==> config.mk <==
export PLATFORM = sky130hd
export DESIGN_NAME = icache_miss_unit
export DESIGN_NICKNAME = d
export VERILOG_FILES = /design/src/ccu_pkg.sv /design/src/ifq_pkg.sv /design/src/ccu_line_reader.sv /design/src/icache_miss_unit.sv /design/src/ifq.sv /design/src/ifq_entry.sv /design/src/ifq_queue_ctrl.sv
export VERILOG_INCLUDE_DIRS = /design/src /design/src/src
export SDC_FILE = /design/constraint.sdc
export NUM_CORES = 1
export LEC_CHECK = 0
export BUFFER_PORTS_ARGS = -buffer_cell sky130_fd_sc_hd__buf_2
export CELL_PAD_IN_SITES_DETAIL_PLACEMENT = 0
export CELL_PAD_IN_SITES_GLOBAL_PLACEMENT = 1
export CORE_ASPECT_RATIO = 1.5
export CORE_MARGIN = 8
export CORE_UTILIZATION = 44
export CTS_CLUSTER_SIZE = 25
export DETAILED_ROUTE_END_ITERATION = 7
export HOLD_SLACK_MARGIN = 0.02
export PLACE_DENSITY_LB_ADDON = 0.15
export RECOVER_POWER = 100
export SETUP_SLACK_MARGIN = 0.3
export SLEW_MARGIN = 20
export SYNTH_ARGS = -nofsm -noshare
export SYNTH_HDL_FRONTEND = slang
export SYNTH_HIERARCHICAL = 1
export SYNTH_SLANG_ARGS = --single-unit
==> constraint.sdc <==
create_clock -name clk -period 11.6 [get_ports clk]
set_input_delay 2.32 -clock clk [delete_from_list [all_inputs] [get_ports clk]]
set_output_delay 2.32 -clock clk [all_outputs]
set_load 0.05 [all_outputs]
==> src/icache_consts.svh <==
// Build-time sizes for the instruction-cache miss path, included by packages and RTL
`ifndef ICACHE_CONSTS_SVH
`define ICACHE_CONSTS_SVH

// Byte address width
`define ADDR_WIDTH 32

// Memory bus data width
`define WORD_WIDTH 32

// Words per cache line
`define LINE_BEATS 4

// Full line width in bits
`define LINE_WIDTH (`LINE_BEATS * `WORD_WIDTH)

// Byte offset bits within a line
`define LINE_OFFSET_WIDTH 4

// Outstanding miss slots in the fetch queue
`define IFQ_DEPTH 4

`endif

==> src/ccu_pkg.sv <==
// Memory-side transfer types shared by the line reader and the memory bus
`include "icache_consts.svh"

package ccu_pkg;

    // One word read request carrying the byte address of the word
    typedef struct packed {
        logic [`ADDR_WIDTH-1:0] addr;
    } mem_req_t;

    // One word of read data returned by memory
    typedef struct packed {
        logic [`WORD_WIDTH-1:0] data;
    } mem_rsp_t;

endpackage

==> src/ifq_pkg.sv <==
// Fetch-side types for miss allocation and the instruction cache fill
`include "icache_consts.svh"

package ifq_pkg;

    // Address with the line offset bits stripped
    typedef logic [`ADDR_WIDTH-`LINE_OFFSET_WIDTH-1:0] line_addr_t;

    // Miss allocation from the fetch unit carrying the full byte address
    typedef struct packed {
        logic [`ADDR_WIDTH-1:0] addr;
    } ifq_alloc_t;

    // Fill to the cache with the line-aligned byte address and the line data
    typedef struct packed {
        logic [`ADDR_WIDTH-1:0] addr;
        logic [`LINE_WIDTH-1:0] data;
    } ifq_fill_t;

endpackage

==> src/ccu_line_reader.sv <==
// Line reader that breaks a line read into word beats on the memory bus and rebuilds the line
`timescale 1ns/100ps
`include "icache_consts.svh"

module ccu_line_reader (
    input  logic                   clk,
    input  logic                   i_rst_n,
    input  logic                   i_line_req_valid,
    input  ifq_pkg::line_addr_t    i_line_req_addr,
    output logic                   o_line_req_ready,
    output logic                   o_line_done,
    output logic [`LINE_WIDTH-1:0] o_line_data,
    output logic                   o_mem_req_valid,
    output ccu_pkg::mem_req_t      o_mem_req,
    input  logic                   i_mem_req_ready,
    input  logic                   i_mem_rsp_valid,
    input  ccu_pkg::mem_rsp_t      i_mem_rsp
);

    localparam int BEAT_WIDTH = (`LINE_BEATS > 1) ? $clog2(`LINE_BEATS) : 1;
    localparam int BYTE_SHIFT = $clog2(`WORD_WIDTH / 8);

    typedef enum logic [1:0] {
        ST_IDLE,
        ST_REQ,
        ST_WAIT
    } state_t;

    state_t                                 state;
    state_t                                 state_next;
    logic [BEAT_WIDTH-1:0]                  beat;
    logic                                   last_beat;
    logic                                   rsp_fire;
    ifq_pkg::line_addr_t                    line_base;
    logic [`ADDR_WIDTH-1:0]                 beat_offset;
    logic [`LINE_BEATS-1:0][`WORD_WIDTH-1:0] line_buf;
    logic [`LINE_BEATS-1:0][`WORD_WIDTH-1:0] line_words;

    assign o_line_req_ready = (state == ST_IDLE);
    assign o_mem_req_valid  = (state == ST_REQ);
    assign rsp_fire         = (state == ST_WAIT) & i_mem_rsp_valid;
    assign last_beat        = (beat == BEAT_WIDTH'(`LINE_BEATS - 1));
    assign o_line_done      = rsp_fire & last_beat;

    // Word address is line base plus beat times word size
    always_comb begin
        beat_offset = '0;
        beat_offset[BYTE_SHIFT +: BEAT_WIDTH] = beat;
    end
    assign o_mem_req.addr = {line_base, {`LINE_OFFSET_WIDTH{1'b0}}} + beat_offset;

    // Last word bypasses the buffer so done carries the whole line
    always_comb begin
        line_words       = line_buf;
        line_words[beat] = i_mem_rsp.data;
        o_line_data      = line_words;
    end

    always_comb begin
        state_next = state;
        case (state)
            ST_IDLE: if (i_line_req_valid) state_next = ST_REQ;
            ST_REQ:  if (i_mem_req_ready) state_next = ST_WAIT;
            ST_WAIT: if (i_mem_rsp_valid) state_next = last_beat ? ST_IDLE : ST_REQ;
            default: state_next = ST_IDLE;
        endcase
    end

    always_ff @(posedge clk or negedge i_rst_n) begin
        if (!i_rst_n) begin
            state <= ST_IDLE;
            beat  <= '0;
        end else begin
            state <= state_next;
            if (o_line_req_ready) begin
                beat <= '0;
            end else if (rsp_fire && !last_beat) begin
                beat <= beat + 1'b1;
            end
        end
    end

    always_ff @(posedge clk) begin
        if (o_line_req_ready && i_line_req_valid) begin
            line_base <= i_line_req_addr;
        end
        if (rsp_fire) begin
            line_buf[beat] <= i_mem_rsp.data;
        end
    end

endmodule

==> src/icache_miss_unit.sv <==
// Top of the instruction-cache miss path, joins the fetch queue to the line reader
`timescale 1ns/100ps
`include "icache_consts.svh"

module icache_miss_unit (
    input  logic                clk,
    input  logic                i_rst_n,
    input  logic                i_alloc_valid,
    input  ifq_pkg::ifq_alloc_t i_alloc,
    output logic                o_alloc_ready,
    output logic                o_fill_valid,
    output ifq_pkg::ifq_fill_t  o_fill,
    output logic                o_mem_req_valid,
    output ccu_pkg::mem_req_t   o_mem_req,
    input  logic                i_mem_req_ready,
    input  logic                i_mem_rsp_valid,
    input  ccu_pkg::mem_rsp_t   i_mem_rsp
);

    logic                   line_req_valid;
    logic                   line_req_ready;
    ifq_pkg::line_addr_t    line_req_addr;
    logic                   line_done;
    logic [`LINE_WIDTH-1:0] line_data;

    ifq u_ifq (
        .clk              (clk),
        .i_rst_n          (i_rst_n),
        .i_alloc_valid    (i_alloc_valid),
        .i_alloc          (i_alloc),
        .o_alloc_ready    (o_alloc_ready),
        .o_fill_valid     (o_fill_valid),
        .o_fill           (o_fill),
        .o_line_req_valid (line_req_valid),
        .o_line_req_addr  (line_req_addr),
        .i_line_req_ready (line_req_ready),
        .i_line_done      (line_done),
        .i_line_data      (line_data)
    );

    ccu_line_reader u_line_reader (
        .clk              (clk),
        .i_rst_n          (i_rst_n),
        .i_line_req_valid (line_req_valid),
        .i_line_req_addr  (line_req_addr),
        .o_line_req_ready (line_req_ready),
        .o_line_done      (line_done),
        .o_line_data      (line_data),
        .o_mem_req_valid  (o_mem_req_valid),
        .o_mem_req        (o_mem_req),
        .i_mem_req_ready  (i_mem_req_ready),
        .i_mem_rsp_valid  (i_mem_rsp_valid),
        .i_mem_rsp        (i_mem_rsp)
    );

endmodule

==> src/ifq.sv <==
// Instruction fetch queue that takes miss allocations, issues the oldest and fills the cache
`timescale 1ns/100ps
`include "icache_consts.svh"

module ifq (
    input  logic                   clk,
    input  logic                   i_rst_n,
    input  logic                   i_alloc_valid,
    input  ifq_pkg::ifq_alloc_t    i_alloc,
    output logic                   o_alloc_ready,
    output logic                   o_fill_valid,
    output ifq_pkg::ifq_fill_t     o_fill,
    output logic                   o_line_req_valid,
    output ifq_pkg::line_addr_t    o_line_req_addr,
    input  logic                   i_line_req_ready,
    input  logic                   i_line_done,
    input  logic [`LINE_WIDTH-1:0] i_line_data
);

    localparam int IDX_WIDTH = (`IFQ_DEPTH > 1) ? $clog2(`IFQ_DEPTH) : 1;

    logic [IDX_WIDTH-1:0]  queue_head;
    logic [IDX_WIDTH-1:0]  queue_tail;
    logic                  queue_full;
    logic                  queue_empty;
    logic                  alloc_fire;
    logic                  line_busy;
    logic                  line_pop;
    logic [`IFQ_DEPTH-1:0] alloc_sel;
    logic [`IFQ_DEPTH-1:0] clear_sel;
    logic [`IFQ_DEPTH-1:0] entry_valid;
    ifq_pkg::line_addr_t   entry_addr [`IFQ_DEPTH];
    ifq_pkg::line_addr_t   alloc_line;

    assign o_alloc_ready = ~queue_full;
    assign alloc_fire    = i_alloc_valid & o_alloc_ready;
    assign alloc_line    = i_alloc.addr[`ADDR_WIDTH-1:`LINE_OFFSET_WIDTH];

    // Only a done for a line this queue handed out retires the head
    assign line_pop = i_line_done & line_busy & ~queue_empty;

    // One-hot write select from tail, one-hot clear from head
    always_comb begin
        alloc_sel = '0;
        clear_sel = '0;
        alloc_sel[queue_tail] = alloc_fire;
        clear_sel[queue_head] = line_pop;
    end

    for (genvar i = 0; i < `IFQ_DEPTH; i++) begin : g_entry
        ifq_entry u_entry (
            .clk          (clk),
            .i_rst_n      (i_rst_n),
            .i_alloc_en   (alloc_sel[i]),
            .i_alloc_addr (alloc_line),
            .i_clear      (clear_sel[i]),
            .o_valid      (entry_valid[i]),
            .o_addr       (entry_addr[i])
        );
    end

    ifq_queue_ctrl #(
        .DEPTH (`IFQ_DEPTH)
    ) u_queue_ctrl (
        .clk         (clk),
        .i_rst_n     (i_rst_n),
        .i_incr_head (line_pop),
        .i_incr_tail (alloc_fire),
        .o_head      (queue_head),
        .o_tail      (queue_tail),
        .o_full      (queue_full),
        .o_empty     (queue_empty)
    );

    // Head slot is offered to the line reader until its line comes back
    assign o_line_req_valid = entry_valid[queue_head];
    assign o_line_req_addr  = entry_addr[queue_head];

    always_ff @(posedge clk or negedge i_rst_n) begin
        if (!i_rst_n) begin
            line_busy    <= 1'b0;
            o_fill_valid <= 1'b0;
        end else begin
            o_fill_valid <= line_pop;
            if (line_pop) begin
                line_busy <= 1'b0;
            end else if (o_line_req_valid && i_line_req_ready) begin
                line_busy <= 1'b1;
            end
        end
    end

    // Fill payload holds the line-aligned address of the retiring head
    always_ff @(posedge clk) begin
        if (line_pop) begin
            o_fill.addr <= {entry_addr[queue_head], {`LINE_OFFSET_WIDTH{1'b0}}};
            o_fill.data <= i_line_data;
        end
    end

endmodule

==> src/ifq_entry.sv <==
// Single fetch queue slot holding a pending miss line address, instantiated per slot by ifq
`timescale 1ns/100ps

module ifq_entry (
    input  logic               clk,
    input  logic               i_rst_n,
    input  logic               i_alloc_en,
    input  ifq_pkg::line_addr_t i_alloc_addr,
    input  logic               i_clear,
    output logic               o_valid,
    output ifq_pkg::line_addr_t o_addr
);

    // Slot becomes busy on allocation, free once its line is read
    always_ff @(posedge clk or negedge i_rst_n) begin
        if (!i_rst_n) begin
            o_valid <= 1'b0;
        end else if (i_alloc_en) begin
            o_valid <= 1'b1;
        end else if (i_clear) begin
            o_valid <= 1'b0;
        end
    end

    // Line address captured with the allocation
    always_ff @(posedge clk) begin
        if (i_alloc_en) begin
            o_addr <= i_alloc_addr;
        end
    end

endmodule

==> src/ifq_queue_ctrl.sv <==
// Circular queue pointer control with full and empty flags, used by the fetch queue
`timescale 1ns/100ps

module ifq_queue_ctrl #(
    parameter int DEPTH = 4
) (
    input  logic                                          clk,
    input  logic                                          i_rst_n,
    input  logic                                          i_incr_head,
    input  logic                                          i_incr_tail,
    output logic [((DEPTH > 1) ? $clog2(DEPTH) : 1)-1:0] o_head,
    output logic [((DEPTH > 1) ? $clog2(DEPTH) : 1)-1:0] o_tail,
    output logic                                          o_full,
    output logic                                          o_empty
);

    localparam int PTR_WIDTH = (DEPTH > 1) ? $clog2(DEPTH) : 1;
    localparam int CNT_WIDTH = $clog2(DEPTH + 1);

    logic [CNT_WIDTH-1:0] count;

    always_ff @(posedge clk or negedge i_rst_n) begin
        if (!i_rst_n) begin
            o_head <= '0;
            o_tail <= '0;
            count  <= '0;
        end else begin
            if (i_incr_head) begin
                o_head <= (o_head == PTR_WIDTH'(DEPTH - 1)) ? '0 : o_head + 1'b1;
            end
            if (i_incr_tail) begin
                o_tail <= (o_tail == PTR_WIDTH'(DEPTH - 1)) ? '0 : o_tail + 1'b1;
            end
            // Push and pop together leave occupancy alone
            if (i_incr_tail && !i_incr_head) begin
                count <= count + 1'b1;
            end else if (i_incr_head && !i_incr_tail) begin
                count <= count - 1'b1;
            end
        end
    end

    assign o_full  = (count == CNT_WIDTH'(DEPTH));
    assign o_empty = (count == '0);

endmodule

-- Word level (Yosys, flattened, before mapping)
Index checks and enable logic that the tools add are counted.
- eq/ne operators: 9
- multiplexer cells: 33
- add/sub/neg operators: 6
- reduce and logical (&&, ||, !) cells: 20
- order comparisons: 7
- bitwise logic cells: 10
- operator list (cell ; number):
    $bwmux W128 ; 1
    $demux W32 S2 ; 1
    $bmux W28 S2 ; 1
    $mux W28 ; 2
    $add A32 B4 Y32 ; 1
    $mux W32 ; 1
    $mux W1 ; 14
    $mux W2 ; 7
    $reduce_bool A2 Y1 ; 7
    $lt A2 B3 Y1 const B ; 3
    $and A4 B4 Y4 ; 2
    $eq A2 B2 Y1 const B ; 4
    $logic_and A1 B1 Y1 ; 7
    $add A2 B1 Y2 const B ; 3
    $ge A2 B1 Y1 const B ; 3
    $mux W3 ; 2
    $pmux W2 S3 ; 1
    $and A1 B1 Y1 ; 5
    $demux W1 S2 ; 2
    $ne A2 B1 Y1 const B ; 2
    $add A3 B1 Y3 const B ; 1
    $eq A3 B3 Y1 const B ; 1
    $ge A3 B3 Y1 const B ; 1
    $logic_not A1 Y1 ; 3
    other kinds (9) ; 10
- register bits: 441
- output and inout port bits: 195
- word-level logic and storage cells: 107

-- Longest topological paths before layout
Gate-level depths: netlist of the first run.
- depth in word-level cells: 8
- mapped depth: 13
- depth with buffers taken out: 12

-- By module
Netlist of the first run, hierarchy kept.
- by module, submodules not included (module ; cells each ; sequential area each (um^2) ; area an instance (um^2) ; times used):
    ccu_line_reader ; 332 ; 4784.6 ; 6506.2 ; 1
    ifq ; 222 ; 4734.5 ; 5624.1 ; 1
    ifq_entry ; 31 ; 865.8 ; 877.1 ; 4
    ifq_queue_ctrl ; 26 ; 175.2 ; 346.6 ; 1

-- Least setup slack after synthesis of the first run
No wires, ideal clock.
- path kind: input -> register
- start: input i_mem_rsp_valid
- end: register u_ifq.u_queue_ctrl.count[1]
- buffers on the path: 0
- library setup time: 125 ps
- arrival: 12688 ps
- stages: 10
- slack: -1212 ps
- cells stage by stage: inv_1 -> nor2_1 -> and2_1 -> nand3b_1 -> inv_1 -> inv_1 -> ha_1 -> inv_1 -> fa_1 -> mux2_2
- word-level cells in the longest chain between the ends: 7
- elaborated cells between the ends (all ways): 9
- ends and longest elaborated chain (what ; line ; text):
    from (decl) ; icache_miss_unit.sv:16 ; input logic i_mem_rsp_valid,
    $and A1 B1 Y1 * ; ccu_line_reader.sv:41 ; assign rsp_fire = (state == ST_WAIT) & i_mem_rsp_valid;
    $and A1 B1 Y1 * ; ccu_line_reader.sv:43 ; assign o_line_done = rsp_fire & last_beat;
    named net line_done ; icache_miss_unit.sv:23 ; logic line_done;
    $and A1 B1 Y1 * (2 in series) ; ifq.sv:40 ; assign line_pop = i_line_done & line_busy & ~queue_empty;
    named net u_ifq.line_pop ; ifq.sv:28 ; logic line_pop;
    $logic_not A1 Y1 ; ifq_queue_ctrl.sv:35 ; if (i_incr_tail && !i_incr_head) begin
    $logic_and A1 B1 Y1 ; ifq_queue_ctrl.sv:35 ;
    $mux W3 or $reduce_bool A2 Y1 (tied branches) ; -- ;
    to (signal assigned) ; ifq_queue_ctrl.sv:36 ; count <= count + 1'b1;
    to (signal assigned) ; ifq_queue_ctrl.sv:38 ; count <= count - 1'b1;
    to (decl) ; ifq_queue_ctrl.sv:20 ; logic [CNT_WIDTH-1:0] count;
The timed path passes the listed nets; every way through them passes the cells marked *.
A chain may end at the register's enable or synchronous reset.

-- Worst setup path in the final report of the first run
- start: input i_mem_rsp_valid
- end: register u_ifq.g_entry[3].u_entry.o_valid
- word-level cells in the longest chain between the ends: 6
- ends and longest elaborated chain (what ; line ; text):
    $and A1 B1 Y1 ; ccu_line_reader.sv:41 ;
    $and A1 B1 Y1 ; ccu_line_reader.sv:43 ;
    named net line_done ; icache_miss_unit.sv:23 ;
    $and A1 B1 Y1 (2 in series) ; ifq.sv:40 ;
    named net u_ifq.line_pop ; ifq.sv:28 ;
    $and A4 B4 Y4 (no line) ; -- ;
    named net u_ifq.clear_sel[3] ; ifq.sv:30 ; logic [`IFQ_DEPTH-1:0] clear_sel;
    $reduce_bool A2 Y1 (no line) ; -- ;
    to (signal assigned) ; ifq_entry.sv:17 ; o_valid <= 1'b0;
    to (signal assigned) ; ifq_entry.sv:19 ; o_valid <= 1'b1;
    to (signal assigned) ; ifq_entry.sv:21 ; o_valid <= 1'b0;
    to (decl) ; ifq_entry.sv:10 ; output logic o_valid,
The timed path passes the listed nets, and every way through them passes these cells.

==> results_dict.tcl, run 1 <==
set metrics [dict create \
    outcome "complete, but fails checks" \
    violations "max-capacitance violations, max-slew violations" \
    synth_cell_type_count 37 \
    path_clk_slew_ns 0.06 \
    drtAntennaViolNets 0 \
    fin_crit_ns 6.996 \
    core_region_area_sq_um 35840 \
    critPathCaptureType "flip-flop" \
    fin_setup_tns_ns 0 \
    wl_mm 31.61 \
    synth_xor_area_frac 0.001644 \
    critPathMaxStageDelay_ns 2.82 \
    drive_above_1_share 0.1524 \
    setup.worst_path.class "primary input to flip-flop" \
    cts_hold_repair.buffers 0 \
    synth_edf_count 424 \
    routabilityCongestion 0.6799 \
    first_pass_iters 4 \
    cp-start-kind "primary input" \
    hold_viol_final 0 \
    synthTopCellsByArea "edfxtp_1 (80%), mux2_2 (8.6%), mux4_2 (3.9%)" \
    synth-simple-area-share 0.01323 \
    antenna_found_initial 2 \
    path_cells "clkbuf_1, inv_1, nor2_1, and2_0, nand3b_1, inv_6, clkbuf_1, and3_1, inv_1, a21o_1" \
    drtIter0Drc 318 \
    avgSynthCellArea_sq_um 22.71 \
    synth_top_area_frac 0.7965 \
    slew_headroom -1.656 \
    cp_max_fo 98 \
    post_cts.repair.setup_buffers 0 \
    p_sw_mw 1.100 \
    p_seq_frac 0.510 \
    rsz0062_at_grt "no" \
    p_leak_nw 5.923 \
    yosys_warnings 6 \
    post_cts_resized 0 \
    synthMuxAreaShare 0.1353 \
    grt_pass1_vias 8033 \
    worst_slack_ns 4.604 \
    via_count 7395 \
    grt_overflow 0 \
    dpl.hpwl_mm 19.70 \
    row_count 85 \
    nNetsFinal 1063 \
    hp-class "flip-flop to flip-flop" \
    pwr-share-clk 0.320 \
    synth_flop_cell "edfxtp_1" \
    synth_top_family_by_area "multiplexers" \
    grt_pass1_wl_mm 47.73 \
    initial_core_util 0.4460 \
    ctsLongestPathBuffers 3 \
    areaGrowthSynthToFinish_pct 17.40 \
    die_w_um 171.6 \
    drv_slew 213 \
    p_per_area_nw_per_um2 220.1 \
    postSynthCellCount 704 \
    synthAdderAreaFrac 0.006731 \
    ys_ff_latch 441 \
    syn_area_sq_um 15990 \
    critPathArrivalTime_ns 7.42 \
    port_buffers 253 \
    dpl_worst_slack_ns 6.270 \
    ctsHtreeMaxLevel 2 \
    drc 0 \
    track_usage 0.1461 \
    fin_crit_sh 0.6031 \
    die_y_um 249.4 \
    wire_per_inst_um 21.12 \
    cts.sinks 441 \
    cp.buffers_inverters 5 \
    yosys.area.top_type "edfxtp_1" \
    cts-root-buf "clkbuf_16" \
    final_common_cell "edfxtp_1" \
    cts_tree "yes" \
    vias_per_cell 4.940 \
    cts_buffers 42 \
    place_area_sq_um 17790 \
    fmax_ghz 0.1429 \
    p_comb_frac 0.170 \
    io_pins 264 \
    p_int_mw 3.031 \
    drv_cap 6 \
    clock_skew_ns 0.01418 \
    final_cell_area_sq_um 18770 \
    ir_drop_uv 140.0 \
    cpMaxStageDelayCell "clkbuf_1" \
    synth-seq-area-share 0.8231 \
    setup_viol_count_final 0 \
    synth_compound_area_frac 0.003757 \
    synthArstFlopShare 0.03855 \
    die_area_sq_um 42810 \
    final_cell_mix "edfxtp_1 (424), clkbuf_1 (267), mux2_1 (82)" \
    cp.required_ns 12.02 \
    grt_max_degree 129 \
    netSwitchingFraction 0.2662 \
    clk_latency_ns 0.53 \
    crit_family "buffers and inverters" \
    worstMarginPinSlew_ns 3.984 \
    utilization 0.5236 \
]
-- kinds of logic after synthesis --
kind of cell / count (synthesis)
AOI/OAI and AO/OA: 9
xor gates and xnor gates: 3
adders and majority gates: 8
buffers and inverters: 42
DFF: 441
muxes: 164
other: 2
and+or+nand+nor: 35
-- cells in the mapped netlist (all sizes together) (3+ instances only) --
library cell,number
and3,3
buf,30
mux4,28
edfxtp,424
o21ai,3
nor3b,5
a21o,4
mux2,136
inv,12
nor2,9
ha,7
nand2,3
dfrtp,17
-- metrics by stage --
| stage | power, mW | hold slack [ns] | cells |
|---|---|---|---|
| floorplan | 2.676 | 0.4482 | 708 |
| global placement | 2.879 | 0.4598 | 1420 |
| detailed placement | 2.895 | 0.4669 | 1420 |
| CTS | 4.235 | 0.4811 | 1495 |
| global route | 4.306 | 0.5002 | 1495 |
| finish | 4.130 | 0.4798 | 1497 |
-- registers in the layout, indices dropped and copies added (netlist names) --
register	cells
u_ifq/line_busy	1
u_line_reader/beat	2
u_line_reader/line_buf	128
u_ifq/g_entry.u_entry/o_addr	112
u_ifq/g_entry.u_entry/o_valid	4
u_ifq/u_queue_ctrl/o_tail	2
u_ifq/o_fill_valid	1
u_ifq/u_queue_ctrl/count	3
u_line_reader/state	2
u_line_reader/line_base	28
u_ifq/o_fill	156
u_ifq/u_queue_ctrl/o_head	2
-- final cells by class --
type / count / area [sq um]
clock buffers: 56 / 1167
clock inverters: 19 / 166.4
multi-input cells: 225 / 2592
inverters: 12 / 50.05
flip-flops and latches: 441 / 13160
fillers: 3021 / 17070
well taps: 478 / 598.1
repair buffers: 264 / 1028
diodes: 2 / 5.005
-- path summary, 6_finish.rpt --
kind	depth (start not counted)	slack [ns]	from	endpoint
min	1	0.48	u_ifq/g_entry[3].u_entry/o_valid	u_ifq/g_entry[3].u_entry/o_valid
max in group asynchronous	1	8.98	i_rst_n	u_ifq/u_queue_ctrl/o_head[0]
min in group asynchronous	1	1.94	i_rst_n	u_ifq/o_fill_valid
min reg2reg	1	0.48	u_ifq/g_entry[3].u_entry/o_valid	u_ifq/g_entry[3].u_entry/o_valid
max reg2reg	9	5.92	u_line_reader/state[0]	u_ifq/g_entry[3].u_entry/o_valid
max	10	4.60	i_mem_rsp_valid	u_ifq/g_entry[3].u_entry/o_valid
-- power by group through the flow --
stage | clock, mW | combinational (mW) | sequential (mW)
after floorplan | 0 | 0.399 | 2.28
after global routing | 1.42 | 0.759 | 2.13
final | 1.32 | 0.701 | 2.11
after global placement | 0 | 0.752 | 2.13
after detailed placement | 0 | 0.761 | 2.13
after CTS | 1.37 | 0.763 | 2.10
-- worst register-to-register path: stages (launching register included) --
cell and delay (ns):
dfrtp_1 0.45, nand2b_1 0.23, nor2_1 0.22, and2_0 0.22
nand3b_1 0.22, inv_6 0.70, clkbuf_1 2.89, and3_1 0.45
inv_1 0.05, a21o_1 0.14
-- metal layers --
layer / track usage / share of wire
met1: 0.1763 / 0.40
met5: 0 / 0
met2: 0.2504 / 0.50
met4: 0.04461 / 0.020
met3: 0.03951 / 0.072
Power figures use the tool's default switching activity.
==> inputs of run 2 (changes only) <==
--- a/config.mk
+++ b/config.mk
@@ -11,7 +11,7 @@
 export CELL_PAD_IN_SITES_GLOBAL_PLACEMENT = 1
 export CORE_ASPECT_RATIO = 1.5
 export CORE_MARGIN = 8
-export CORE_UTILIZATION = 44
+export CORE_UTILIZATION = 45
 export CTS_CLUSTER_SIZE = 25
 export DETAILED_ROUTE_END_ITERATION = 7
 export HOLD_SLACK_MARGIN = 0.02
==> constraint.sdc (replaced) <==
create_clock -name clk -period 6.7 [get_ports clk]
set_input_delay 1.34 -clock clk [delete_from_list [all_inputs] [get_ports clk]]
set_output_delay 1.34 -clock clk [all_outputs]
set_load 0.05 [all_outputs]
==> results_dict.tcl, run 2 (same netlist as run 1, synthesis figures left out) <==
set metrics [dict create \
    antenna_found_initial 1 \
    antennaDiodeCount 0 \
    min_from "u_ifq/g_entry[0].u_entry/o_valid" \
    die_y_um 246.8 \
    path_clk_slew_ns 0.06 \
    track_usage 0.1494 \
    die_area_sq_um 41930 \
    ctsHtreeMaxLevel 2 \
    wl_mm 31.66 \
    drive_above_1_share 0.1816 \
    hold_viol_final 0 \
    row_count 84 \
    cp-start-kind "primary input" \
    reg_top3 "u_ifq/o_fill (156), u_line_reader/line_buf (128), u_ifq/g_entry.u_entry/o_addr (112)" \
    cp_max_fo 73 \
    p_leak_nw 6.037 \
    p_comb_frac 0.166 \
    worstMarginPinSlew_ns 3.308 \
    slew_headroom -1.205 \
    p_per_area_nw_per_um2 384.5 \
    final_cell_mix "edfxtp_1 (424), clkbuf_1 (230), mux2_1 (86)" \
    clock_skew_ns 0.01419 \
    cts.sinks 441 \
    die_w_um 169.9 \
    netSwitchingFraction 0.2657 \
    cts_tree "yes" \
    grt_pass1_wl_mm 47.82 \
    drv_slew 339 \
    fillers 2932 \
    top_register "u_ifq/o_fill" \
    drtAntennaViolNets 0 \
    grt_overflow 0 \
    critPathArrivalTime_ns 5.03 \
    p_int_mw 5.319 \
    areaGrowthSynthToFinish_pct 17.85 \
    hp-class "flip-flop to flip-flop" \
    routabilityCongestion 0.7121 \
    setup_viol_count_final 0 \
    cp.required_ns 6.77 \
    fmax_ghz 0.2017 \
    dpl_worst_slack_ns 2.433 \
    ir_drop_uv 277.6 \
    final_common_cell "edfxtp_1" \
    drv_cap 10 \
    wire_per_inst_um 21.22 \
    violations "max-capacitance violations, max-slew violations" \
    clk_latency_ns 0.55 \
    outcome "complete, but fails checks" \
    fin_setup_tns_ns 0 \
    drtIter0Drc 335 \
    fin_crit_sh 0.7400 \
    io_pins 264 \
    crit_path_start "i_mem_rsp_valid" \
    grt_max_degree 74 \
    via_count 7468 \
    dpl.hpwl_mm 19.94 \
    worst_slack_ns 1.742 \
    core_region_area_sq_um 35000 \
    r2r-start "u_line_reader/state[0]" \
    port_buffers 253 \
    cts-root-buf "clkbuf_16" \
    cts_hold_repair.buffers 0 \
    initial_core_util 0.4567 \
    setup.worst_path.class "primary input to flip-flop" \
    pwr-share-clk 0.329 \
    grt_pass1_vias 8118 \
    vias_per_cell 5.005 \
    drc 0 \
    rsz0062_at_grt "no" \
    ctsLongestPathBuffers 3 \
    post_cts.repair.setup_buffers 0 \
    cts_buffers 41 \
    largest_reg_flops 156 \
    post_cts_resized 0 \
    p_seq_frac 0.504 \
    p_sw_mw 1.924 \
    critPathCaptureType "flip-flop" \
    fin_crit_ns 4.958 \
    utilization 0.5383 \
    first_pass_iters 4 \
    nNetsFinal 1063 \
]
-- run 2: metal layers --
metal	track usage	wire length, um
met5	0	13
met4	0.04812	712
met2	0.2575	15840
met1	0.1790	13020
met3	0.04151	2065
-- run 2: cell type report --
type / count / area, sq um / share of cell area
Multi-Input combinational cell: 225 / 2580 / 0.1369
Tap cell: 473 / 591.8 / 0.03141
Clock buffer: 50 / 1142 / 0.06064
Clock inverter: 26 / 256.5 / 0.01361
Sequential cell: 441 / 13160 / 0.6984
Timing Repair Buffer: 265 / 1052 / 0.05585
Inverter: 12 / 58.81 / 0.003121
-- run 2: power by group through the flow --
| stage | registers (mW) | clock network (mW) | logic, mW |
|---|---|---|---|
| after detailed placement | 3.70 | 0 | 1.31 |
| after global placement | 3.69 | 0 | 1.29 |
| after global routing | 3.69 | 2.54 | 1.31 |
| after floorplan | 3.93 | 0 | 0.699 |
| after CTS | 3.64 | 2.46 | 1.31 |
| final | 3.65 | 2.39 | 1.20 |
-- run 2: worst max-delay path: stages --
cell	delay [ns]
clkbuf_1	0.32
inv_12	0.02
nor2_1	0.11
buf_4	0.78
clkbuf_1	2.39
-- run 2: path summary, 6_finish.rpt --
| path | slack, ns | cells past startpoint | endpoint |
|---|---|---|---|
| setup / recovery | 1.74 | 5 | u_line_reader/line_buf[73] |
| hold / removal | 0.47 | 1 | u_ifq/g_entry[0].u_entry/o_valid |
| setup reg to reg | 2.19 | 4 | u_line_reader/line_buf[73] |
| hold reg to reg | 0.47 | 1 | u_ifq/g_entry[0].u_entry/o_valid |
| max in group asynchronous | 5.11 | 1 | u_line_reader/beat[0] |
| min in group asynchronous | 0.95 | 1 | u_ifq/o_fill_valid |
-- run 2: stage by stage --
| step | area, sq um | hold WS [ns] | power (mW) | cells |
|---|---|---|---|---|
| 6_report | 18840 | 0.4702 | 7.243 | 1492 |
| 5_1_grt | 18840 | 0.4981 | 7.534 | 1492 |
| 2_1_floorplan | 16030 | 0.4482 | 4.633 | 708 |
| 4_1_cts | 19190 | 0.4809 | 7.414 | 1492 |
| 3_3_place_gp | 17790 | 0.4596 | 4.974 | 1416 |
| 3_5_place_dp | 17790 | 0.4652 | 5.009 | 1416 |
==> inputs of run 3 (changes only) <==
--- a/config.mk
+++ b/config.mk
@@ -11,7 +11,7 @@
 export CELL_PAD_IN_SITES_GLOBAL_PLACEMENT = 1
 export CORE_ASPECT_RATIO = 1.5
 export CORE_MARGIN = 8
-export CORE_UTILIZATION = 45
+export CORE_UTILIZATION = 44
 export CTS_CLUSTER_SIZE = 25
 export DETAILED_ROUTE_END_ITERATION = 7
 export HOLD_SLACK_MARGIN = 0.02
==> constraint.sdc (replaced) <==
create_clock -name clk -period 4.3 [get_ports clk]
set_input_delay 0.86 -clock clk [delete_from_list [all_inputs] [get_ports clk]]
set_output_delay 0.86 -clock clk [all_outputs]
set_load 0.05 [all_outputs]
==> results_dict.tcl, run 3 (same netlist as run 1, synthesis figures left out) <==
set metrics [dict create \
    core_region_area_sq_um 35840 \
    ctsLongestPathBuffers 3 \
    cp.depth 4 \
    reg2regPathDepth 4 \
    grt_pass1_wl_mm 47.77 \
    largest_reg_flops 156 \
    cts_buffers 41 \
    cp_max_fo 77 \
    finalHoldWorstSlack_ns 0.4786 \
    vias_per_cell 5.009 \
    drtAntennaViolNets 0 \
    cp.buffers_inverters 2 \
    grt_max_degree 162 \
    violations "max-capacitance violations, max-slew violations" \
    drc 0 \
    critPathArrivalTime_ns 3.37 \
    drtIter0Drc 354 \
    setup.worst_path.class "flip-flop to flip-flop" \
    cts_tree "yes" \
    critPathCaptureType "flip-flop" \
    grt_overflow 0 \
    dp.cells 1418 \
    cts_hold_repair.buffers 0 \
    drv_slew 176 \
    cp.required_ns 4.42 \
    path_cells "nand2b_1, nor2_4, buf_4, clkbuf_2" \
    via_count 7454 \
    initial_core_util 0.4460 \
    hold_end "u_ifq/g_entry[0].u_entry/o_valid" \
    fin_crit_ns 3.244 \
    row_count 85 \
    final_common_cell "edfxtp_1" \
    timing.rr.end "u_line_reader/line_buf[29]" \
    dpl_worst_slack_ns 1.090 \
    layout.cells.non_filler 1488 \
    r2r-start "u_line_reader/state[0]" \
    top_register "u_ifq/o_fill" \
    slew_headroom -0.1539 \
    worstMarginPinSlew_ns 1.729 \
    drive_above_1_share 0.1903 \
    ctsHtreeMaxLevel 2 \
    final_cell_mix "edfxtp_1 (424), clkbuf_1 (228), mux2_1 (76)" \
    first_pass_iters 4 \
    worst_slack_ns 1.056 \
    hold_viol_final 0 \
    cpMaxStageDelayCell "clkbuf_2" \
    nNetsFinal 1060 \
    wire_per_inst_um 21.32 \
    clk_latency_ns 0.53 \
    cp-start-kind "flip-flop" \
    post_cts.repair.setup_buffers 0 \
    fillers 3008 \
    critPathMaxStageDelay_ns 1.15 \
    track_usage 0.1460 \
    min_from "u_ifq/g_entry[0].u_entry/o_valid" \
    die_y_um 249.4 \
    post_cts_resized 0 \
    crit_family "buffers and inverters" \
    drv_cap 6 \
    areaGrowthSynthToFinish_pct 17.46 \
    antenna_found_initial 1 \
    wl_mm 31.72 \
    die_area_sq_um 42810 \
    fmax_ghz 0.3082 \
    path_clk_slew_ns 0.06 \
    io_pins 264 \
    fin_crit_sh 0.7545 \
    grt_pass1_vias 7991 \
    dpl.hpwl_mm 19.96 \
    cts.sinks 441 \
    outcome "complete, but fails checks" \
    hold_path_depth 1 \
    rsz0062_at_grt "no" \
    regToRegSetupSlack_ns 1.06 \
    p_per_area_nw_per_um2 590.8 \
    fin_setup_tns_ns 0 \
    port_buffers 253 \
    ir_drop_uv 409.8 \
    p_leak_nw 5.982 \
    die_w_um 171.6 \
    reg_top3 "u_ifq/o_fill (156), u_line_reader/line_buf (128), u_ifq/g_entry.u_entry/o_addr (112)" \
    clock_skew_ns 0.01363 \
    hp-class "flip-flop to flip-flop" \
    routabilityCongestion 0.7021 \
    setup_viol_count_final 0 \
    cts-root-buf "clkbuf_16" \
]
run 3: changes by cell type in the layout (fill, tap and decap cells not counted), sizes merged:
cell,change
clkinv,-7
diode,+1
buf,+2
clkbuf,-7
clkinvlp,+2
run 3: worst max path at each step:
stage	from	to	slack [ns]
2_1_floorplan	i_mem_rsp_valid	u_ifq/u_queue_ctrl/count[1]	-1.77
5_1_grt	u_line_reader/state[0]	u_line_reader/line_buf[29]	0.84
4_1_cts	u_line_reader/state[0]	u_line_reader/line_buf[56]	1.44
6_report	u_line_reader/state[0]	u_line_reader/line_buf[29]	1.06
3_3_place_gp	i_mem_rsp_valid	u_line_reader/line_buf[90]	1.10
3_5_place_dp	i_mem_rsp_valid	u_line_reader/line_buf[90]	1.09
run 3: through the flow:
| stage | area, sq um | power [mW] | util |
|---|---|---|---|
| finish | 18780 | 11.09 | 0.5239 |
| global route | 18770 | 11.56 | 0.5238 |
| CTS | 19100 | 11.37 | 0.5328 |
| detailed placement | 17810 | 7.831 | 0.4968 |
| global placement | 17810 | 7.773 | 0.4968 |
| floorplan | 16030 | 7.219 | - |
run 3: final cells by class:
class / count / area (sq um) / share of cell area
antenna: 1 / 2.502 / 0.0001333
timing repair buffer: 262 / 1072 / 0.05711
clock inverter: 21 / 237.7 / 0.01266
multi-input combinational: 225 / 2596 / 0.1383
clock buffer: 48 / 1052 / 0.05604
sequential: 441 / 13160 / 0.7008
inverter: 12 / 58.81 / 0.003132
tap: 478 / 598.1 / 0.03185
run 3: power by group:
part           leakage [nW]  internal, mW  switching [mW]
Sequential             4.05          5.52           0.157
Clock                 0.612          2.05            1.46
Combinational          1.32         0.573            1.34
Total                  5.98          8.14            2.95
run 3: layer usage:
layer	up-vias	wire [um]	track usage
li1	3356	-	-
met2	226	16160	0.2559
met1	3822	12520	0.1698
met4	2	685	0.04461
met5	-	16	0
met3	48	2340	0.04093
